File: src/hw/saxi_bus_pkg.sv
//--------------------------------------------------------------------------
// memory-side bus field widths; addresses here count 32-bit words
// AWSIZE is fixed at 4 bytes, so byte address = word address << 2
//--------------------------------------------------------------------------
package saxi_bus_pkg;

    localparam int DATA_W  = 32;    // one bus word
    localparam int WADDR_W = 30;    // word address, byte address minus 2 lsbs
    localparam int ID_W    = 6;     // awid / wid
    localparam int LEN_W   = 4;     // AWLEN, bursts of up to 16 beats

    // word address, byte address without its two zero bits
    typedef logic [WADDR_W-1:0] word_addr_t;

    typedef logic [DATA_W-1:0]  data_t;     // write data word

    // channel number sits in the low bits, rest zero
    typedef logic [ID_W-1:0]    axi_id_t;

    typedef logic [LEN_W-1:0]   axi_len_t;  // beats minus one

endpackage

File: src/hw/wr_chn_pkg.sv
//--------------------------------------------------------------------------
// channel-side constants of the write engine
// burst is fixed at 16 words; FIFO must hold at least one burst
//--------------------------------------------------------------------------
package wr_chn_pkg;

    localparam int NUM_CHN  = 4;                // source channels
    localparam int CHN_W    = $clog2(NUM_CHN);

    typedef logic [CHN_W-1:0]   chn_t;          // channel number
    typedef logic [NUM_CHN-1:0] chn_mask_t;     // one bit per channel

    localparam int BURST_WORDS = 16;            // words per burst
    localparam int BEAT_W      = $clog2(BURST_WORDS);

    typedef logic [BEAT_W-1:0]  beat_t;         // index inside a burst

    localparam int FIFO_DEPTH  = 32;            // two bursts of W data

    // sequencer states
    typedef enum logic [2:0] {
        IDLE,   // wait for FIFO room
        ARB,    // arbiter enabled
        REQ,    // read_burst pulse, AW raised
        COPY,   // words moving into the FIFO
        DONE    // clear per-burst flags
    } seq_state_t;

endpackage

File: src/hw/beat_counter.sv
//--------------------------------------------------------------------------
// counts FIFO writes modulo the burst length
// relies on every source sending exactly one full burst per request
//--------------------------------------------------------------------------
module beat_counter
    import wr_chn_pkg::*;
(
    input  logic  aclk,
    input  logic  mclk,             // async reset, active high
    input  logic  beat_we_i,        // one word written to FIFO
    output beat_t beat_o,           // index of the word being written
    output logic  burst_done_o      // pulse on the final word
);

    localparam beat_t LAST_BEAT = beat_t'(BURST_WORDS - 1);

    assign burst_done_o = beat_we_i && (beat_o == LAST_BEAT);

    always_ff @(posedge aclk or posedge mclk) begin
        if (mclk) begin
            beat_o <= '0;
        end else if (beat_we_i) begin
            if (beat_o == LAST_BEAT) begin
                beat_o <= '0;                       // next burst
            end else begin
                beat_o <= beat_o + beat_t'(1);
            end
        end
    end

endmodule

File: src/hw/burst_sequencer.sv
//--------------------------------------------------------------------------
// one burst at a time: grant, read_burst + AW beat, wait for the copy
// W data drains on its own, so earlier bursts may still be on the bus
//--------------------------------------------------------------------------
module burst_sequencer
    import wr_chn_pkg::*;
(
    input  logic      aclk,
    input  logic      mclk,             // async reset, active high
    input  logic      grant_i,          // arbiter pulse
    input  chn_t      chn_i,            // arbiter channel
    input  logic      has_room_i,       // FIFO can take a whole burst
    input  logic      burst_done_i,     // last word of burst written
    input  logic      awready_i,
    output logic      arb_en_o,
    output chn_mask_t read_burst_o,     // one-cycle, one-hot
    output logic      awvalid_o,
    output logic      aw_fire_o,        // AW transfer this cycle
    output chn_t      busy_chn_o        // channel being copied
);

    seq_state_t state;
    logic       aw_done;                // AW beat accepted
    logic       copy_done;              // all words in the FIFO
    logic       aw_end;
    logic       copy_end;

    assign aw_fire_o = awvalid_o && awready_i;
    assign arb_en_o  = (state == ARB) && has_room_i;

    // either already seen or happening right now
    assign aw_end   = aw_done || aw_fire_o;
    assign copy_end = copy_done || burst_done_i;

    always_ff @(posedge aclk or posedge mclk) begin
        if (mclk) begin
            state        <= IDLE;
            read_burst_o <= '0;
            awvalid_o    <= 1'b0;
            aw_done      <= 1'b0;
            copy_done    <= 1'b0;
            busy_chn_o   <= '0;
        end else begin
            read_burst_o <= '0;                     // default, pulse only
            if (aw_fire_o) begin
                awvalid_o <= 1'b0;
                aw_done   <= 1'b1;
            end
            if (burst_done_i) begin
                copy_done <= 1'b1;                  // may come before AW fires
            end

            case (state)
                IDLE: begin
                    if (has_room_i) begin
                        state <= ARB;
                    end
                end
                ARB: begin
                    if (grant_i) begin
                        state        <= REQ;
                        busy_chn_o   <= chn_i;
                        read_burst_o <= chn_mask_t'(1) << chn_i;
                        awvalid_o    <= 1'b1;       // rises with read_burst
                    end
                end
                REQ: begin
                    state <= COPY;
                end
                COPY: begin
                    if (aw_end && copy_end) begin
                        state <= DONE;
                    end
                end
                DONE: begin
                    aw_done   <= 1'b0;
                    copy_done <= 1'b0;
                    state     <= IDLE;
                end
                default: begin
                    state <= IDLE;
                end
            endcase
        end
    end

endmodule

File: src/hw/chn_arbiter.sv
//--------------------------------------------------------------------------
// round-robin arbiter, search starts one past the last granted channel
// grant is a one-cycle pulse; chn_o holds until the next grant
//--------------------------------------------------------------------------
module chn_arbiter
    import wr_chn_pkg::*;
(
    input  logic      aclk,
    input  logic      mclk,         // async reset, active high
    input  chn_mask_t rq_i,         // ready and enabled channels
    input  logic      arb_en_i,     // from sequencer
    output logic      grant_o,      // single-cycle pulse
    output chn_t      chn_o         // granted channel, held
);

    chn_t pick;                     // next channel in rotation
    chn_t cand;
    logic found;

    // rotating priority, chn_o itself comes last
    always_comb begin
        pick  = chn_o;
        found = 1'b0;
        cand  = chn_o;
        for (int i = 1; i <= NUM_CHN; i++) begin
            cand = chn_o + chn_t'(i);                // wraps modulo NUM_CHN
            if (!found && rq_i[cand]) begin
                pick  = cand;
                found = 1'b1;
            end
        end
    end

    always_ff @(posedge aclk or posedge mclk) begin
        if (mclk) begin
            grant_o <= 1'b0;
            chn_o   <= chn_t'(NUM_CHN - 1);          // so channel 0 goes first
        end else begin
            // !grant_o keeps the pulse one cycle wide while arb_en lingers
            grant_o <= arb_en_i && found && !grant_o;
            if (arb_en_i && found && !grant_o) begin
                chn_o <= pick;
            end
        end
    end

endmodule

File: src/hw/chn_pointers.sv
//--------------------------------------------------------------------------
// per-channel circular regions in word units; len must be a nonzero
// multiple of the burst, otherwise the pointer never wraps cleanly
//--------------------------------------------------------------------------
module chn_pointers
    import saxi_bus_pkg::*;
    import wr_chn_pkg::*;
(
    input  logic       aclk,
    input  logic       mclk,            // async reset, active high
    input  logic       cfg_we_i,        // load start/len, clear offset
    input  chn_t       cfg_chn_i,
    input  word_addr_t cfg_start_i,
    input  word_addr_t cfg_len_i,
    input  chn_t       chn_i,           // channel of the current burst
    input  logic       aw_fire_i,       // advance chn_i offset
    output word_addr_t awaddr_o         // start + offset of chn_i
);

    word_addr_t start_q [NUM_CHN];      // region base
    word_addr_t len_q   [NUM_CHN];      // region size
    word_addr_t offs_q  [NUM_CHN];      // next burst within region
    word_addr_t offs_nxt;

    assign awaddr_o = start_q[chn_i] + offs_q[chn_i];
    assign offs_nxt = offs_q[chn_i] + word_addr_t'(BURST_WORDS);

    // host config, no reset
    always_ff @(posedge aclk) begin
        if (cfg_we_i) begin
            start_q[cfg_chn_i] <= cfg_start_i;
            len_q[cfg_chn_i]   <= cfg_len_i;
        end
    end

    always_ff @(posedge aclk or posedge mclk) begin
        if (mclk) begin
            for (int i = 0; i < NUM_CHN; i++) begin
                offs_q[i] <= '0;
            end
        end else begin
            if (aw_fire_i) begin
                if (offs_nxt >= len_q[chn_i]) begin
                    offs_q[chn_i] <= '0;            // wrap to region start
                end else begin
                    offs_q[chn_i] <= offs_nxt;
                end
            end
            // config write wins over an advance on the same channel
            if (cfg_we_i) begin
                offs_q[cfg_chn_i] <= '0;
            end
        end
    end

endmodule

File: src/hw/mult_saxi_wr.sv
//--------------------------------------------------------------------------
// 4-channel burst write engine, AW and W halves of an AXI slave port
// sources must send exactly 16 words per read_burst; no B channel
//--------------------------------------------------------------------------
module mult_saxi_wr
    import saxi_bus_pkg::*;
    import wr_chn_pkg::*;
(
    input  logic        aclk,
    input  logic        mclk,           // async reset, active high
    // sources
    input  chn_mask_t   has_burst_i,
    output chn_mask_t   read_burst_o,
    input  data_t       data_chn0_i,
    input  data_t       data_chn1_i,
    input  data_t       data_chn2_i,
    input  data_t       data_chn3_i,
    input  chn_mask_t   valid_chn_i,
    input  chn_mask_t   en_chn_i,
    // host config
    input  logic        cfg_we_i,
    input  chn_t        cfg_chn_i,
    input  word_addr_t  cfg_start_i,
    input  word_addr_t  cfg_len_i,
    // AW
    output logic [31:0] awaddr_o,       // byte address
    output axi_len_t    awlen_o,
    output axi_id_t     awid_o,
    output logic        awvalid_o,
    input  logic        awready_i,
    // W
    output data_t       wdata_o,
    output axi_id_t     wid_o,
    output logic        wlast_o,
    output logic        wvalid_o,
    input  logic        wready_i
);

    chn_mask_t  rq;
    logic       arb_en;
    logic       grant;
    chn_t       arb_chn;
    logic       has_room;
    logic       burst_done;
    logic       aw_fire;
    chn_t       busy_chn;
    data_t      chn_data [NUM_CHN];
    logic       beat_we;                // registered valid of busy channel
    data_t      wr_data_q;
    chn_t       wr_chn_q;
    beat_t      beat;
    chn_t       fifo_id;
    word_addr_t word_addr;

    assign rq = has_burst_i & en_chn_i;     // disabled channels never win

    assign chn_data[0] = data_chn0_i;
    assign chn_data[1] = data_chn1_i;
    assign chn_data[2] = data_chn2_i;
    assign chn_data[3] = data_chn3_i;

    // one register stage between the sources and the FIFO
    always_ff @(posedge aclk or posedge mclk) begin
        if (mclk) begin
            beat_we <= 1'b0;
        end else begin
            beat_we <= valid_chn_i[busy_chn];
        end
    end

    always_ff @(posedge aclk) begin
        wr_data_q <= chn_data[busy_chn];
        wr_chn_q  <= busy_chn;                      // travels as wid
    end

    assign awaddr_o = {word_addr, 2'b00};
    assign awlen_o  = axi_len_t'(BURST_WORDS - 1);
    assign awid_o   = axi_id_t'(busy_chn);
    assign wid_o    = axi_id_t'(fifo_id);

    chn_arbiter u_arbiter (
        .aclk     (aclk),
        .mclk     (mclk),
        .rq_i     (rq),
        .arb_en_i (arb_en),
        .grant_o  (grant),
        .chn_o    (arb_chn)
    );

    burst_sequencer u_sequencer (
        .aclk         (aclk),
        .mclk         (mclk),
        .grant_i      (grant),
        .chn_i        (arb_chn),
        .has_room_i   (has_room),
        .burst_done_i (burst_done),
        .awready_i    (awready_i),
        .arb_en_o     (arb_en),
        .read_burst_o (read_burst_o),
        .awvalid_o    (awvalid_o),
        .aw_fire_o    (aw_fire),
        .busy_chn_o   (busy_chn)
    );

    beat_counter u_beats (
        .aclk         (aclk),
        .mclk         (mclk),
        .beat_we_i    (beat_we),
        .beat_o       (beat),
        .burst_done_o (burst_done)
    );

    chn_pointers u_pointers (
        .aclk        (aclk),
        .mclk        (mclk),
        .cfg_we_i    (cfg_we_i),
        .cfg_chn_i   (cfg_chn_i),
        .cfg_start_i (cfg_start_i),
        .cfg_len_i   (cfg_len_i),
        .chn_i       (busy_chn),
        .aw_fire_i   (aw_fire),
        .awaddr_o    (word_addr)
    );

    wdata_fifo u_fifo (
        .aclk       (aclk),
        .mclk       (mclk),
        .we_i       (beat_we),
        .data_i     (wr_data_q),
        .last_i     (beat == beat_t'(BURST_WORDS - 1)),     // wlast on final index
        .id_i       (wr_chn_q),
        .re_i       (wvalid_o && wready_i),
        .data_o     (wdata_o),
        .last_o     (wlast_o),
        .id_o       (fifo_id),
        .nempty_o   (wvalid_o),
        .has_room_o (has_room)
    );

endmodule

File: src/hw/wdata_fifo.sv
//--------------------------------------------------------------------------
// show-ahead FIFO for W beats: data, wlast and channel id
// no overflow guard, writes are bounded by the has_room check
//--------------------------------------------------------------------------
module wdata_fifo
    import saxi_bus_pkg::*;
    import wr_chn_pkg::*;
#(
    parameter int DEPTH = FIFO_DEPTH    // at least BURST_WORDS
) (
    input  logic  aclk,
    input  logic  mclk,                 // async reset, active high
    input  logic  we_i,
    input  data_t data_i,
    input  logic  last_i,
    input  chn_t  id_i,
    input  logic  re_i,                 // only while nempty_o
    output data_t data_o,
    output logic  last_o,
    output chn_t  id_o,
    output logic  nempty_o,
    output logic  has_room_o            // one full burst fits
);

    localparam int PTR_W = $clog2(DEPTH);
    localparam int CNT_W = $clog2(DEPTH + 1);

    data_t            mem_data [DEPTH];
    logic             mem_last [DEPTH];
    chn_t             mem_id   [DEPTH];
    logic [PTR_W-1:0] wr_ptr;
    logic [PTR_W-1:0] rd_ptr;
    logic [CNT_W-1:0] count;            // entries held

    assign data_o     = mem_data[rd_ptr];
    assign last_o     = mem_last[rd_ptr];
    assign id_o       = mem_id[rd_ptr];
    assign nempty_o   = (count != '0);
    assign has_room_o = (CNT_W'(DEPTH) - count) >= CNT_W'(BURST_WORDS);

    always_ff @(posedge aclk) begin
        if (we_i) begin
            mem_data[wr_ptr] <= data_i;
            mem_last[wr_ptr] <= last_i;
            mem_id[wr_ptr]   <= id_i;
        end
    end

    always_ff @(posedge aclk or posedge mclk) begin
        if (mclk) begin
            wr_ptr <= '0;
            rd_ptr <= '0;
            count  <= '0;
        end else begin
            if (we_i) begin
                wr_ptr <= (wr_ptr == PTR_W'(DEPTH - 1)) ? '0 : wr_ptr + PTR_W'(1);
            end
            if (re_i) begin
                rd_ptr <= (rd_ptr == PTR_W'(DEPTH - 1)) ? '0 : rd_ptr + PTR_W'(1);
            end
            if (we_i && !re_i) begin
                count <= count + CNT_W'(1);
            end else if (re_i && !we_i) begin
                count <= count - CNT_W'(1);
            end
        end
    end

endmodule

File: config.mk
export PLATFORM = sky130hd
export DESIGN_NAME = mult_saxi_wr
export DESIGN_NICKNAME = d
export VERILOG_FILES = /design/src/hw/saxi_bus_pkg.sv /design/src/hw/wr_chn_pkg.sv /design/src/hw/beat_counter.sv /design/src/hw/burst_sequencer.sv /design/src/hw/chn_arbiter.sv /design/src/hw/chn_pointers.sv /design/src/hw/mult_saxi_wr.sv /design/src/hw/wdata_fifo.sv
export SDC_FILE = /design/constraint.sdc
export NUM_CORES = 2
export LEC_CHECK = 0
export ABC_AREA = 1
export BUFFER_PORTS_ARGS = -buffer_cell sky130_fd_sc_hd__buf_2
export CORE_ASPECT_RATIO = 0.7
export CORE_MARGIN = 4
export CORE_UTILIZATION = 65
export CTS_CLUSTER_SIZE = 20
export DETAILED_ROUTE_END_ITERATION = 8
export PLACE_DENSITY_LB_ADDON = 0.2
export SETUP_SLACK_MARGIN = 0.5
export SLEW_MARGIN = 25
export SYNTH_ARGS = -nofsm -noshare
export SYNTH_HDL_FRONTEND = slang
export SYNTH_SLANG_ARGS = --single-unit
File: constraint.sdc
create_clock -name aclk -period 9.8 [get_ports aclk]
set_input_delay 0.98 -clock aclk [delete_from_list [all_inputs] [get_ports aclk]]
set_output_delay 0.98 -clock aclk [all_outputs]
set_load 0.05 [all_outputs]
==> metrics <==
Rows=96; Clk pin slew, worst setup/hold paths=0.06 ns; CTS root buf=clkbuf_16; CTS buffer count=140; I/O pins=294; Core Region=98,500 um^2; number of global-route vias before repair=43,700; Finished Core Util=73.2%; status=complete, no violations; Filler cells=6,500; Setup crit end kind=output pin; register area=45,500 um^2; top cells by area, synth=edfxtp_1 (63%), dfrtp_1 (5.9%), o21ai_0 (5.7%); top cell type by total area after synthesis=edfxtp_1; worst path required time=8.82 ns; Post-route DRC=0; CTS resizes=0; Slowest Stage Delay on Critical Path=0.79 ns; Remaining Overflow, GRT=0; port buffer count=279; first-pass GRT wire length=280 mm; post-detailed-routing wire length=191 mm; WS Path Type=flip-flop to output pin; fin area=72,100 um^2; initial antenna violation count=6; post-cts hold buffer count=0; layout cells sized above 1=11.5%; Gate Count Post-Synth=5,559; average wire per standard cell=26.7 um; vias=47,000; vias per cell=6.57; Seq/Total Area, Yosys=70.0%; Clock Skew=0.0239 ns; Slew Limit Fails=0; ys flop type=edfxtp_1; Switch Pwr=9000 uW; final antenna-violating net count=0; r2r worst-path depth=25; RR Startpoint=u_sequencer.busy_chn_o[0]; first drt pass iteration count=6; largest net degree at the start of global routing=221; Worst path slowest cell=clkinv_2; Tmin final=7.05 ns; max frequency=142 MHz; post-synth top area share=62.9%; die area=105,000 um^2; #FFs+latches synth=1,550; FFs w/ async S/R, synth=10.1%; 1st-iter DRT viols=7,666; R2R Setup Slk=3.63 ns; Setup Buffers After CTS=0; YS warnings=0; P_int=13,300 uW; Fin. Hold Viols=0; worst slack, placed=3.68 ns; mean area per synthesized cell=11.7 um^2; Clk pwr share=24.4%; Die Width=386 um; Total GRT Usage=36.1%; max_cap viols=0; CTS tree=built; CP arrival=6.07 ns; Starting Density=65.9%; Worst Path Max Fanout=55; Leak=0.0257 uW; Mapped Area=64,900 um^2; setup TNS=0 ns; Die Y=272 um; area taken by multi-input logic gates=17,800 um^2; peak supply drop=284 uV; most frequent cells after synthesis=edfxtp_1 (1,360), nor2_1 (937), nand2_1 (741); final period utilization=71.9%; RSZ-0062 raised after global routing=no; Cell Area, Placed=67,500 um^2; clock tree buffer depth=3; WP buf/inv=4; Worst Max-Slew Pin Slew=1.13 ns; hold crit path type=input port to async pin; RePlAce Congestion=0.981; worst skew pair latency=0.77 ns; Area Overhead vs Synth=11.0%; Comb pwr share=33.8%; Synth cell types=51; post-DP HPWL=107 mm; R2R Path End=u_pointers.offs_q[47]; sequential power share=41.8%; power per cell area=309 nW/um^2; final worst setup slack=2.75 ns; clock sinks=1,550; CP cell instances=buf_4 > nand2_2 > clkinv_2 > buf_4 > a22oi_1 > nand2_1 > ha_1 > fa_1 > nand3_1 > nand2_1 > a21boi_0 > o21ai_0 > a21oi_1 > xnor2_1 > buf_2; # H-tree levels=4; final setup fails=0; Layout Nets=5,995; number of enable flip-flop cells after synthesis=1,360; Slew Limit Headroom=24.3%; switch share=40.3%; delay-heaviest family, CP=buffers and inverters; crit start category=flip-flop; most frequent cell after synthesis=edfxtp_1
metrics by stage:
step / hold slack, ns / power, uW / std cells
final: 0.383 / 22300 / 7152
after global routing: 0.407 / 23200 / 7151
after detailed placement: 0.493 / 16800 / 6889
after CTS: 0.385 / 22200 / 7149
after global placement: 0.474 / 16600 / 6889
after floorplan: 0.459 / 14100 / 5571
layer usage:
metal / track usage (%) / routed length (um) / vias up
met3: 9.56 / 27800 / 393
met1: 55.4 / 75200 / 22700
met2: 49.7 / 80700 / 3365
met5: 0 / 65 / -
li1: - / - / 20500
met4: 13.6 / 7220 / 10
state kept, by name, summed over array words and instances, names as in the netlist, 3 cells and up:
name and flops:
u_pointers.offs_q 120, u_fifo.count 6, u_pointers.len_q 120, u_pointers.start_q 120, u_fifo.wr_ptr 5, wr_data_q 32
u_fifo.rd_ptr 5, u_fifo.mem_last 32, u_fifo.mem_data 1024, u_beats.beat_o 4, u_fifo.mem_id 64, u_sequencer.state 3
u_sequencer.read_burst_o 4
placed cells by master, fill, tap and decap left out, drive strengths merged, types with 3 or more instances in the layout:
cell type | Yosys | final
a21oi | 132 | 132
inv | 144 | 149
clkinv | 3 | 61
a31oi | 7 | 7
nor2 | 947 | 947
o21bai | 7 | 7
xor2 | 26 | 26
edfxtp | 1360 | 1360
or2 | 7 | 7
ha | 77 | 77
xnor2 | 12 | 12
nand2 | 755 | 755
dfxtp | 34 | 34
o21ai | 742 | 742
clkinvlp | 0 | 3
nor3 | 22 | 22
a22o | 31 | 31
nand3b | 3 | 3
clkbuf | 271 | 187
and2 | 8 | 8
a22oi | 129 | 129
buf | 86 | 353
o32ai | 11 | 11
a21boi | 3 | 3
a21o | 3 | 3
o31ai | 10 | 10
o22ai | 343 | 343
a221oi | 31 | 31
nand4 | 34 | 34
nand3 | 145 | 145
bufinv | 0 | 7
dfrtp | 154 | 154
conb | 2 | 14
a311oi | 7 | 7
final cells by class:
type / instances / area share (%)
diodes: 2 / 0.00694
clock buffers: 187 / 5.44
clock inverters: 73 / 0.904
inverters: 147 / 0.803
multi-input cells: 3517 / 24.7
flip-flops and latches: 1550 / 63.0
well taps: 1323 / 2.30
repair buffers: 353 / 2.83
logic make-up after synthesis:
logic type	share of synthesized area, %
buffers and inverters	3.14
other	0.0116
xor gates and xnor gates	0.536
and+or+nand+nor	11.8
DFF	70.0
AOI/OAI and AO/OA	13.0
adders and majority gates	1.55
power groups by stage:
stage	registers [uW]	logic (uW)	clock network, uW
after floorplan	9000	5050	0
final	9320	7530	5450
after CTS	9290	7410	5480
after detailed placement	9420	7340	0
after global placement	9380	7220	0
after global routing	9410	8030	5780
worst reg2reg max path, delay by kind of cell, from the launching register on:
family / cells / cell delay [ns]
DFF: 1 / 0.48
AOI/OAI and AO/OA: 1 / 0.15
adders and majority gates: 2 / 0.48
buffers and inverters: 5 / 1.91
and+or+nand+nor: 17 / 3.08
worst max path at each step:
stage / start / depth (start not counted) / to
floorplan: mclk / 1 / beat_we
global placement: u_sequencer.busy_chn_o[0] / 15 / awaddr_o[18]
detailed placement: u_sequencer.busy_chn_o[0] / 15 / awaddr_o[18]
CTS: u_sequencer.busy_chn_o[0] / 15 / awaddr_o[18]
global route: u_sequencer.busy_chn_o[0] / 15 / awaddr_o[18]
finish: u_sequencer.busy_chn_o[0] / 15 / awaddr_o[18]
No activity file was read; power rests on OpenSTA's default activity.
